--- src/rvIsaPkg.sv ---
package rvIsaPkg;

    ////////////////////////////////////////
    // Widths
    ////////////////////////////////////////
    localparam int xlen = 32;                  // Register and data width
    localparam int ilen = 32;                  // Base instruction length

    typedef logic [ilen-1:0] instr_t;

    ////////////////////////////////////////
    // Major opcodes, instr[6:0]
    ////////////////////////////////////////
    localparam logic [6:0] opLoad   = 7'b0000011;
    localparam logic [6:0] opOpImm  = 7'b0010011;
    localparam logic [6:0] opAuipc  = 7'b0010111;
    localparam logic [6:0] opStore  = 7'b0100011;
    localparam logic [6:0] opOp     = 7'b0110011;
    localparam logic [6:0] opLui    = 7'b0110111;
    localparam logic [6:0] opBranch = 7'b1100011;
    localparam logic [6:0] opJalr   = 7'b1100111;
    localparam logic [6:0] opJal    = 7'b1101111;

    // funct7 values
    localparam logic [6:0] f7Base = 7'b0000000;
    localparam logic [6:0] f7Alt  = 7'b0100000;   // SUB and SRA variants

    // funct3 for OP and OP-IMM
    localparam logic [2:0] f3Add  = 3'b000;
    localparam logic [2:0] f3Sll  = 3'b001;
    localparam logic [2:0] f3Slt  = 3'b010;
    localparam logic [2:0] f3Sltu = 3'b011;
    localparam logic [2:0] f3Xor  = 3'b100;
    localparam logic [2:0] f3Sr   = 3'b101;   // SRL or SRA by funct7
    localparam logic [2:0] f3Or   = 3'b110;
    localparam logic [2:0] f3And  = 3'b111;

    // funct3 for conditional branches
    localparam logic [2:0] f3Beq  = 3'b000;
    localparam logic [2:0] f3Bne  = 3'b001;
    localparam logic [2:0] f3Blt  = 3'b100;
    localparam logic [2:0] f3Bge  = 3'b101;
    localparam logic [2:0] f3Bltu = 3'b110;
    localparam logic [2:0] f3Bgeu = 3'b111;

endpackage

--- src/rvCtrlPkg.sv ---
package rvCtrlPkg;

    typedef enum logic [3:0] {
        aluAdd,
        aluSub,
        aluSll,
        aluSrl,
        aluSra,
        aluXor,
        aluOr,
        aluAnd,
        aluSlt,
        aluSltu,
        aluPassB                               // Operand B straight through
    } aluOp_t;

    // Same coding as funct3[1:0] of loads and stores
    typedef enum logic [1:0] {memByte, memHalf, memWord} memWidth_t;

    typedef enum logic [2:0] {immI, immS, immB, immU, immJ} immKind_t;

    typedef enum logic [1:0] {wbAlu, wbMem, wbPc4} wbSel_t;

    typedef enum logic {aRs1, aPc} aSel_t;

    ////////////////////////////////////////
    // Decoded control word
    ////////////////////////////////////////
    typedef struct packed {
        logic      regWrite;
        aluOp_t    aluOp;
        logic      memRead;
        logic      memWrite;
        memWidth_t memWidth;
        logic      memUnsigned;
        logic      aluSrcImm;                  // Operand B from immediate
        aSel_t     aSel;
        wbSel_t    wbSel;
        logic      branch;
        logic      jump;
        logic      jumpReg;                    // JALR target base is rs1
        logic [2:0] brCond;                    // Branch funct3
        immKind_t  immKind;
        logic      illegal;
    } ctrl_t;

    ////////////////////////////////////////
    // Execute result, registered at the top
    ////////////////////////////////////////
    typedef struct packed {
        logic [rvIsaPkg::xlen-1:0] aluResult;
        logic [rvIsaPkg::xlen-1:0] storeData;
        logic [rvIsaPkg::xlen-1:0] takenTarget;
        logic      redirect;
        logic      regWrite;
        logic      memRead;
        logic      memWrite;
        memWidth_t memWidth;
        logic      memUnsigned;
        wbSel_t    wbSel;
        logic      illegal;
    } exResult_t;

endpackage

--- src/controlDecoder.sv ---
`timescale 1ns/1ps

module controlDecoder (
    input  rvIsaPkg::instr_t instr,
    output rvCtrlPkg::ctrl_t ctrl
);
    import rvIsaPkg::*;
    import rvCtrlPkg::*;

    logic [6:0] opcode;
    logic [2:0] funct3;
    logic [6:0] funct7;

    // Shared ALU op lookup for OP and OP-IMM
    function automatic aluOp_t aluFromF3(input logic [2:0] f3, input logic alt);
        aluOp_t op;
        case (f3)
            f3Add:   op = alt ? aluSub : aluAdd;
            f3Sll:   op = aluSll;
            f3Slt:   op = aluSlt;
            f3Sltu:  op = aluSltu;
            f3Xor:   op = aluXor;
            f3Sr:    op = alt ? aluSra : aluSrl;
            f3Or:    op = aluOr;
            f3And:   op = aluAnd;
            default: op = aluAdd;
        endcase
        return op;
    endfunction

    assign opcode = instr[6:0];
    assign funct3 = instr[14:12];
    assign funct7 = instr[31:25];

    always_comb
    begin
        ctrl          = '0;                    // Everything defined, never X
        ctrl.aluOp    = aluAdd;
        ctrl.memWidth = memWord;
        ctrl.aSel     = aRs1;
        ctrl.wbSel    = wbAlu;
        ctrl.immKind  = immI;
        ctrl.brCond   = funct3;
        case (opcode)
            opOp:
            begin
                ctrl.regWrite = 1'b1;
                ctrl.aluOp    = aluFromF3(funct3, funct7 == f7Alt);
                if (funct7 != f7Base && !(funct7 == f7Alt && (funct3 == f3Add || funct3 == f3Sr)))
                    ctrl.illegal = 1'b1;       // Only SUB and SRA take f7Alt
            end
            opOpImm:
            begin
                ctrl.regWrite  = 1'b1;
                ctrl.aluSrcImm = 1'b1;
                ctrl.aluOp     = aluFromF3(funct3, funct3 == f3Sr && funct7 == f7Alt);
                if (funct3 == f3Sll && funct7 != f7Base)
                    ctrl.illegal = 1'b1;
                if (funct3 == f3Sr && funct7 != f7Base && funct7 != f7Alt)
                    ctrl.illegal = 1'b1;
            end
            opLoad:
            begin
                ctrl.regWrite    = 1'b1;
                ctrl.memRead     = 1'b1;
                ctrl.aluSrcImm   = 1'b1;
                ctrl.wbSel       = wbMem;
                ctrl.memWidth    = memWidth_t'(funct3[1:0]);
                ctrl.memUnsigned = funct3[2];
                // LB LH LW LBU LHU only
                ctrl.illegal     = (funct3[1:0] == 2'b11) || (funct3 == 3'b110);
            end
            opStore:
            begin
                ctrl.memWrite  = 1'b1;
                ctrl.aluSrcImm = 1'b1;
                ctrl.immKind   = immS;
                ctrl.memWidth  = memWidth_t'(funct3[1:0]);
                ctrl.illegal   = funct3[2] || (funct3[1:0] == 2'b11);
            end
            opBranch:
            begin
                ctrl.branch  = 1'b1;
                ctrl.aluOp   = aluSub;
                ctrl.immKind = immB;
                ctrl.illegal = (funct3 == 3'b010) || (funct3 == 3'b011);
            end
            opJal:
            begin
                ctrl.regWrite = 1'b1;
                ctrl.jump     = 1'b1;
                ctrl.immKind  = immJ;
            end
            opJalr:
            begin
                ctrl.regWrite = 1'b1;
                ctrl.jump     = 1'b1;
                ctrl.jumpReg  = 1'b1;
                ctrl.illegal  = (funct3 != 3'b000);
            end
            opLui:
            begin
                ctrl.regWrite  = 1'b1;
                ctrl.aluSrcImm = 1'b1;
                ctrl.aluOp     = aluPassB;
                ctrl.immKind   = immU;
            end
            opAuipc:
            begin
                ctrl.regWrite  = 1'b1;
                ctrl.aluSrcImm = 1'b1;
                ctrl.aSel      = aPc;          // pc + upper immediate
                ctrl.immKind   = immU;
            end
            default: ctrl.illegal = 1'b1;      // CSR, FENCE, SYSTEM and unknown
        endcase

        // Illegal encodings have no side effects
        if (ctrl.illegal)
        begin
            ctrl.regWrite = 1'b0;
            ctrl.memRead  = 1'b0;
            ctrl.memWrite = 1'b0;
            ctrl.branch   = 1'b0;
            ctrl.jump     = 1'b0;
            ctrl.jumpReg  = 1'b0;
        end
    end

endmodule

--- src/immGenerator.sv ---
`timescale 1ns/1ps

module immGenerator (
    input  rvIsaPkg::instr_t              instr,
    input  rvCtrlPkg::immKind_t           immKind,
    output logic [rvIsaPkg::xlen-1:0]     imm
);
    import rvIsaPkg::*;
    import rvCtrlPkg::*;

    logic sign;

    assign sign = instr[31];                   // Sign bit is always instr[31]

    always_comb
    begin
        case (immKind)
            immI:
                imm = {{(xlen-12){sign}}, instr[31:20]};
            immS:
                imm = {{(xlen-12){sign}}, instr[31:25], instr[11:7]};
            immB:
            begin
                // Halfword aligned branch offset
                imm = {{(xlen-13){sign}}, instr[31], instr[7], instr[30:25],
                       instr[11:8], 1'b0};
            end
            immU:
                imm = {instr[31:12], 12'b0};
            immJ:
            begin
                imm = {{(xlen-21){sign}}, instr[31], instr[19:12], instr[20],
                       instr[30:21], 1'b0};
            end
            default:
                imm = '0;
        endcase
    end

endmodule

--- src/executeUnit.sv ---
`timescale 1ns/1ps

module executeUnit (
    input  rvCtrlPkg::ctrl_t            ctrl,
    input  logic [rvIsaPkg::xlen-1:0]   imm,
    input  logic [rvIsaPkg::xlen-1:0]   pc,
    input  logic [rvIsaPkg::xlen-1:0]   rs1Data,
    input  logic [rvIsaPkg::xlen-1:0]   rs2Data,
    output rvCtrlPkg::exResult_t        next
);
    import rvIsaPkg::*;
    import rvCtrlPkg::*;

    logic [xlen-1:0] opA;
    logic [xlen-1:0] opB;
    logic [xlen-1:0] aluOut;
    logic [xlen-1:0] jalrSum;
    logic [4:0]      shamt;
    logic            brTaken;

    assign opA   = (ctrl.aSel == aPc) ? pc : rs1Data;
    assign opB   = ctrl.aluSrcImm ? imm : rs2Data;
    assign shamt = opB[4:0];                   // Low 5 bits only

    ////////////////////////////////////////
    // ALU
    ////////////////////////////////////////
    always_comb
    begin
        case (ctrl.aluOp)
            aluAdd:   aluOut = opA + opB;
            aluSub:   aluOut = opA - opB;
            aluSll:   aluOut = opA << shamt;
            aluSrl:   aluOut = opA >> shamt;
            aluSra:   aluOut = $unsigned($signed(opA) >>> shamt);
            aluXor:   aluOut = opA ^ opB;
            aluOr:    aluOut = opA | opB;
            aluAnd:   aluOut = opA & opB;
            aluSlt:   aluOut = {{(xlen-1){1'b0}}, $signed(opA) < $signed(opB)};
            aluSltu:  aluOut = {{(xlen-1){1'b0}}, opA < opB};
            aluPassB: aluOut = opB;
            default:  aluOut = '0;
        endcase
    end

    ////////////////////////////////////////
    // Branch compare, always on rs1 and rs2
    ////////////////////////////////////////
    always_comb
    begin
        case (ctrl.brCond)
            f3Beq:   brTaken = (rs1Data == rs2Data);
            f3Bne:   brTaken = (rs1Data != rs2Data);
            f3Blt:   brTaken = ($signed(rs1Data) < $signed(rs2Data));
            f3Bge:   brTaken = ($signed(rs1Data) >= $signed(rs2Data));
            f3Bltu:  brTaken = (rs1Data < rs2Data);
            f3Bgeu:  brTaken = (rs1Data >= rs2Data);
            default: brTaken = 1'b0;
        endcase
    end

    assign jalrSum = rs1Data + imm;

    always_comb
    begin
        next.aluResult   = ctrl.jump ? pc + xlen'(4) : aluOut;   // Link address
        next.storeData   = rs2Data;
        next.takenTarget = ctrl.jumpReg ? {jalrSum[xlen-1:1], 1'b0} : pc + imm;
        next.redirect    = ctrl.jump || (ctrl.branch && brTaken);
        next.regWrite    = ctrl.regWrite;
        next.memRead     = ctrl.memRead;
        next.memWrite    = ctrl.memWrite;
        next.memWidth    = ctrl.memWidth;
        next.memUnsigned = ctrl.memUnsigned;
        next.wbSel       = ctrl.wbSel;
        next.illegal     = ctrl.illegal;
    end

endmodule

--- src/decodeExecute.sv ---
`timescale 1ns/1ps

module decodeExecute (
    input  logic                        clk,
    input  logic                        rstN,
    input  logic                        instrValid,
    input  rvIsaPkg::instr_t            instr,
    input  logic [rvIsaPkg::xlen-1:0]   pc,
    input  logic [rvIsaPkg::xlen-1:0]   rs1Data,
    input  logic [rvIsaPkg::xlen-1:0]   rs2Data,
    output rvCtrlPkg::exResult_t        res,
    output logic                        resValid
);
    import rvIsaPkg::*;
    import rvCtrlPkg::*;

    ctrl_t           ctrl;
    logic [xlen-1:0] imm;
    exResult_t       next;

    controlDecoder uDecoder (.instr(instr), .ctrl(ctrl));

    immGenerator uImmGen (.instr(instr), .immKind(ctrl.immKind), .imm(imm));

    executeUnit uExecute (
        .ctrl    (ctrl),
        .imm     (imm),
        .pc      (pc),
        .rs1Data (rs1Data),
        .rs2Data (rs2Data),
        .next    (next)
    );

    ////////////////////////////////////////
    // Output register
    ////////////////////////////////////////
    always_ff @(posedge clk)
    begin
        if (!rstN)
        begin
            resValid        <= 1'b0;
            res.regWrite    <= 1'b0;           // Control bits only
            res.memRead     <= 1'b0;
            res.memWrite    <= 1'b0;
            res.memWidth    <= memByte;
            res.memUnsigned <= 1'b0;
            res.wbSel       <= wbAlu;
            res.redirect    <= 1'b0;
            res.illegal     <= 1'b0;
        end
        else
        begin
            resValid <= instrValid;
            if (instrValid)
                res <= next;                   // Hold on idle slots
        end
    end

    // Nothing valid comes out of reset
    assert property (@(posedge clk) !rstN |=> !resValid);

    // Illegal decode reaches the register with its side effects removed
    assert property (@(posedge clk) disable iff (!rstN)
        instrValid && ctrl.illegal |=>
            resValid && res.illegal && !res.regWrite && !res.memWrite);

    assert property (@(posedge clk) disable iff (!rstN)
        res.illegal |-> !(res.regWrite || res.memWrite || res.redirect));

endmodule

--- config.mk ---
export PLATFORM = sky130hd
export DESIGN_NAME = decodeExecute
export DESIGN_NICKNAME = d
export VERILOG_FILES = /design/src/rvIsaPkg.sv /design/src/rvCtrlPkg.sv /design/src/controlDecoder.sv /design/src/immGenerator.sv /design/src/executeUnit.sv /design/src/decodeExecute.sv
export SDC_FILE = /design/constraint.sdc
export NUM_CORES = 1
export LEC_CHECK = 0
export BUFFER_PORTS_ARGS = -buffer_cell sky130_fd_sc_hd__buf_2
export CAP_MARGIN = 40
export CORE_ASPECT_RATIO = 2
export CORE_MARGIN = 1.5
export CORE_UTILIZATION = 40
export CTS_CLUSTER_SIZE = 12
export DETAILED_ROUTE_END_ITERATION = 16
export MAX_ROUTING_LAYER = met4
export PLACE_DENSITY = 0.58
export SYNTH_ARGS = -nofsm -noshare
export SYNTH_HDL_FRONTEND = slang
export SYNTH_SLANG_ARGS = --single-unit
--- constraint.sdc ---
create_clock -name clk -period 17.2 [get_ports clk]
set_input_delay 1.72 -clock clk [delete_from_list [all_inputs] [get_ports clk]]
set_output_delay 1.72 -clock clk [all_outputs]
set_load 0.005 [all_outputs]
==> impl_metrics.ini <==
[global_routing]
grt_max_degree = 58
antenna_found_initial = 5
grt_pass1_wl_um = 145900
grt_pass1_vias = 21388
grt.overflow.total = 0
grt_use_total = 0.4377

[outcome]
status = finished clean

[clock_tree]
post-cts-setup-buffer-count = 0
clock_latency_ns = 0.40
cts_resized = 0
cts_tree = built
ctsHoldBuffers = 0
cts-htree-levels = 3
clockBufferDepth = 2
cts_buffers = 9
cts-root-buf = clkbuf_16
clkSinkCount = 106
clk_pin_slew_ns = 0.09

[synth]
ys_seq_elements = 106
synth_fa_ha_area_frac = 0.1377
synth-compound-area-share = 0.3003
synthXorXnorAreaFrac = 0.04715
syn_avg_cell_area_um2 = 7.415
synth_top_family_by_area = compound AO/OA/AOI/OAI gates
seq_area_frac_synth = 0.1660
syn_nets = 2838
syn_area_um2 = 18570
yosysUniqueCellTypes = 98
synth_ff_type = edfxtp_1
yosys-mux-area-fraction = 0.07538
synthCells = 2505
synth-edff-count = 96
synthSimpleGateAreaFrac = 0.2080
async_flop_share = 0
yosys_warnings = 0

[timing]
max_freq_mhz = 129.9
worstMarginPinSlew_ns = 0.9581
hold_viol_final = 0
final.period_utilization = 0.4475
worst_slack_ns = 9.502
setup_viol = 0
report.final.slew_viol_count = 0
clock_skew_ns = 0
tns_ns = 0
maxSlewHeadroom = 0.3589
min_period_ns = 7.698
rsz0062_at_grt = no

[pwr]
p_comb_frac = 0.538
power.internal_w = 0.0006633
total_leakage_power_nw = 9.101
powerDensity_nw_per_um2 = 59.42
pwr-share-clk = 0.200
seqPwrFrac = 0.262
swShare = 0.4613
vdd_drop_max_mv = 0.03999
switchingPower_w = 0.0005679

[layout]
multi_input_area_um2 = 14340
syn_to_final_growth_pct = 11.55
n_fill_cell = 4758
drive_above_1_share = 0.1493
stdcell_count = 3255
layout_commonest_cell = nand2_1
fin_util = 0.4521
layout_common_cells = 288 x nand2_1, 243 x buf_2, 241 x a21oi_1
final_nets = 3013
regArea_um2 = 3083

[die]
coreArea_um2 = 45830
start_util = 0.4053
num_io_pins = 238
die_height_um = 307.7
fp.dieW_um = 155.4
die_area_um2 = 47820
std_cell_rows = 111

[critical_path]
timing_worst_setup_path_type = in2reg
reg2reg_from = res[8]$_SDFFE_PN0P_
r2r_slack_ns = 16.45
setup.worst_path.end_class = flop
arrival_ns = 7.85
reg2reg_depth = 3
rr_endpoint = res[8]$_SDFFE_PN0P_
crit_required_ns = 17.35
cp_max_fo = 57
start_kind = primary input

[detailed_routing]
vias_per_cell = 6.704
antenna_left = 0
drc = 0
wl_met2_um = 50220
firstDrtPassIters = 6
met3_length_um = 7324
avgRoutedWirePerCell_um = 31.73
wl_met1_um = 34220
top_layer = met4
num_vias = 21820
drt-initial-drc-count = 1955
routed_wirelength_um = 103300

[min_path]
hold_class = reg2reg
holdPathEnd = res[6]$_SDFFE_PN0P_
min_from = res[6]$_SDFFE_PN0P_
min_path_cells = 2

[place]
hpwl_um = 83400
place_congestion = 1.088
dp_slack_ns = 9.212
placed_cells = 3228
io_buffers = 236

[job]
max-cap-violations = 0
-- cells by family after synthesis --
kind of cell | Yosys count
mux | 130
xor+xnor | 100
simple gates | 819
buf+inv | 296
fa+ha+maj | 202
flops | 106
other cells | 1
compound gates | 851
-- layer usage --
metal,up-vias,GRT usage
met4,0,0.4126
li1,9611,-
met3,485,0.08669
met2,1265,0.7359
met5,-,-
met1,10459,0.4148
-- power by group through the flow --
stage	logic, W	clock network (W)	registers (W)
2_1_floorplan	0.000397	0	0.000330
3_3_place_gp	0.000629	0	0.000328
3_5_place_dp	0.000632	0	0.000329
4_1_cts	0.000635	0.000247	0.000323
5_1_grt	0.000703	0.000254	0.000325
6_report	0.000662	0.000246	0.000323
-- sequential cells by signal, indices dropped and copies added (netlist names) --
register and count:
res 105, resValid 1
-- worst max path at each step --
stage | startpoint | to | cells after the start
6_report | instr[6] | res[102]$_DFFE_PP_ | 21
2_1_floorplan | instr[3] | res[102]$_DFFE_PP_ | 22
5_1_grt | instr[6] | res[102]$_DFFE_PP_ | 21
3_3_place_gp | instr[6] | res[102]$_DFFE_PP_ | 21
4_1_cts | instr[6] | res[102]$_DFFE_PP_ | 21
3_5_place_dp | instr[6] | res[102]$_DFFE_PP_ | 21
-- synthesized netlist by cell type, types with 8 or more instances --
library cell / instances / area, µm²
a2111oi_0: 9 / 78.83
a211o_1: 12 / 105.1
a211oi_1: 35 / 262.8
a21boi_0: 20 / 150.1
a21o_1: 44 / 330.3
a21oi_1: 241 / 1206
a221oi_1: 22 / 192.7
a22oi_1: 19 / 142.6
a31oi_1: 41 / 256.5
a32oi_1: 14 / 122.6
and2_1: 23 / 143.9
and3_1: 29 / 181.4
buf_1: 12 / 45.04
buf_2: 31 / 155.2
buf_4: 14 / 105.1
clkbuf_1: 80 / 300.3
dfxtp_1: 10 / 200.2
edfxtp_1: 96 / 2883
ha_1: 198 / 2477
inv_1: 153 / 574.3
mux2_2: 39 / 439.2
mux2i_1: 87 / 870.8
nand2_1: 288 / 1081
nand2b_1: 32 / 200.2
nand3_1: 74 / 370.4
nand4_1: 25 / 156.4
nor2_1: 204 / 765.7
nor2b_1: 29 / 181.4
nor3_1: 50 / 250.2
nor4_1: 11 / 68.82
o2111ai_1: 12 / 105.1
o211a_1: 10 / 100.1
o211ai_1: 39 / 292.8
o21a_1: 23 / 172.7
o21ai_0: 162 / 810.8
o21bai_1: 21 / 157.7
o221ai_1: 9 / 78.83
o22ai_1: 21 / 131.4
o31ai_1: 15 / 112.6
o32a_1: 8 / 80.08
xnor2_1: 63 / 551.8
xor2_1: 37 / 324.1
-- cell type report --
class / count / share of cell area
timing repair buffer: 302 / 0.07989
inverter: 158 / 0.02874
multi-input combinational: 2103 / 0.6923
tap: 565 / 0.03412
clock inverter: 7 / 0.004710
sequential: 106 / 0.1488
antenna: 5 / 0.0006039
clock buffer: 9 / 0.01087
-- through the flow --
step	area, µm²	total power [W]	hold slack (ns)
3_3_place_gp	20290	0.0009574	0.4627
6_report	20720	0.001231	0.4887
5_1_grt	20720	0.001282	0.5157
4_1_cts	20670	0.001205	0.4888
3_5_place_dp	20340	0.0009605	0.4779
2_1_floorplan	18570	0.0007276	0.4700
-- critical path, cell delays in order --
cell and delay (ns):
buf_2 0.18, nand4b_2 0.36, nor2_2 0.77, nor2_2 0.35, o21ai_4 0.23, buf_4 0.45, inv_1 0.08, buf_4 0.33
fa_1 0.49, nor2b_1 0.14, o21a_1 0.14, o21ai_0 0.11, a21oi_1 0.40, a21oi_1 0.25, o41ai_2 0.41, a311oi_1 0.24
o31ai_1 0.24, buf_4 0.19, a21oi_1 0.08, mux2_2 0.29, o32a_1 0.35
Power figures use the tool's default switching activity.
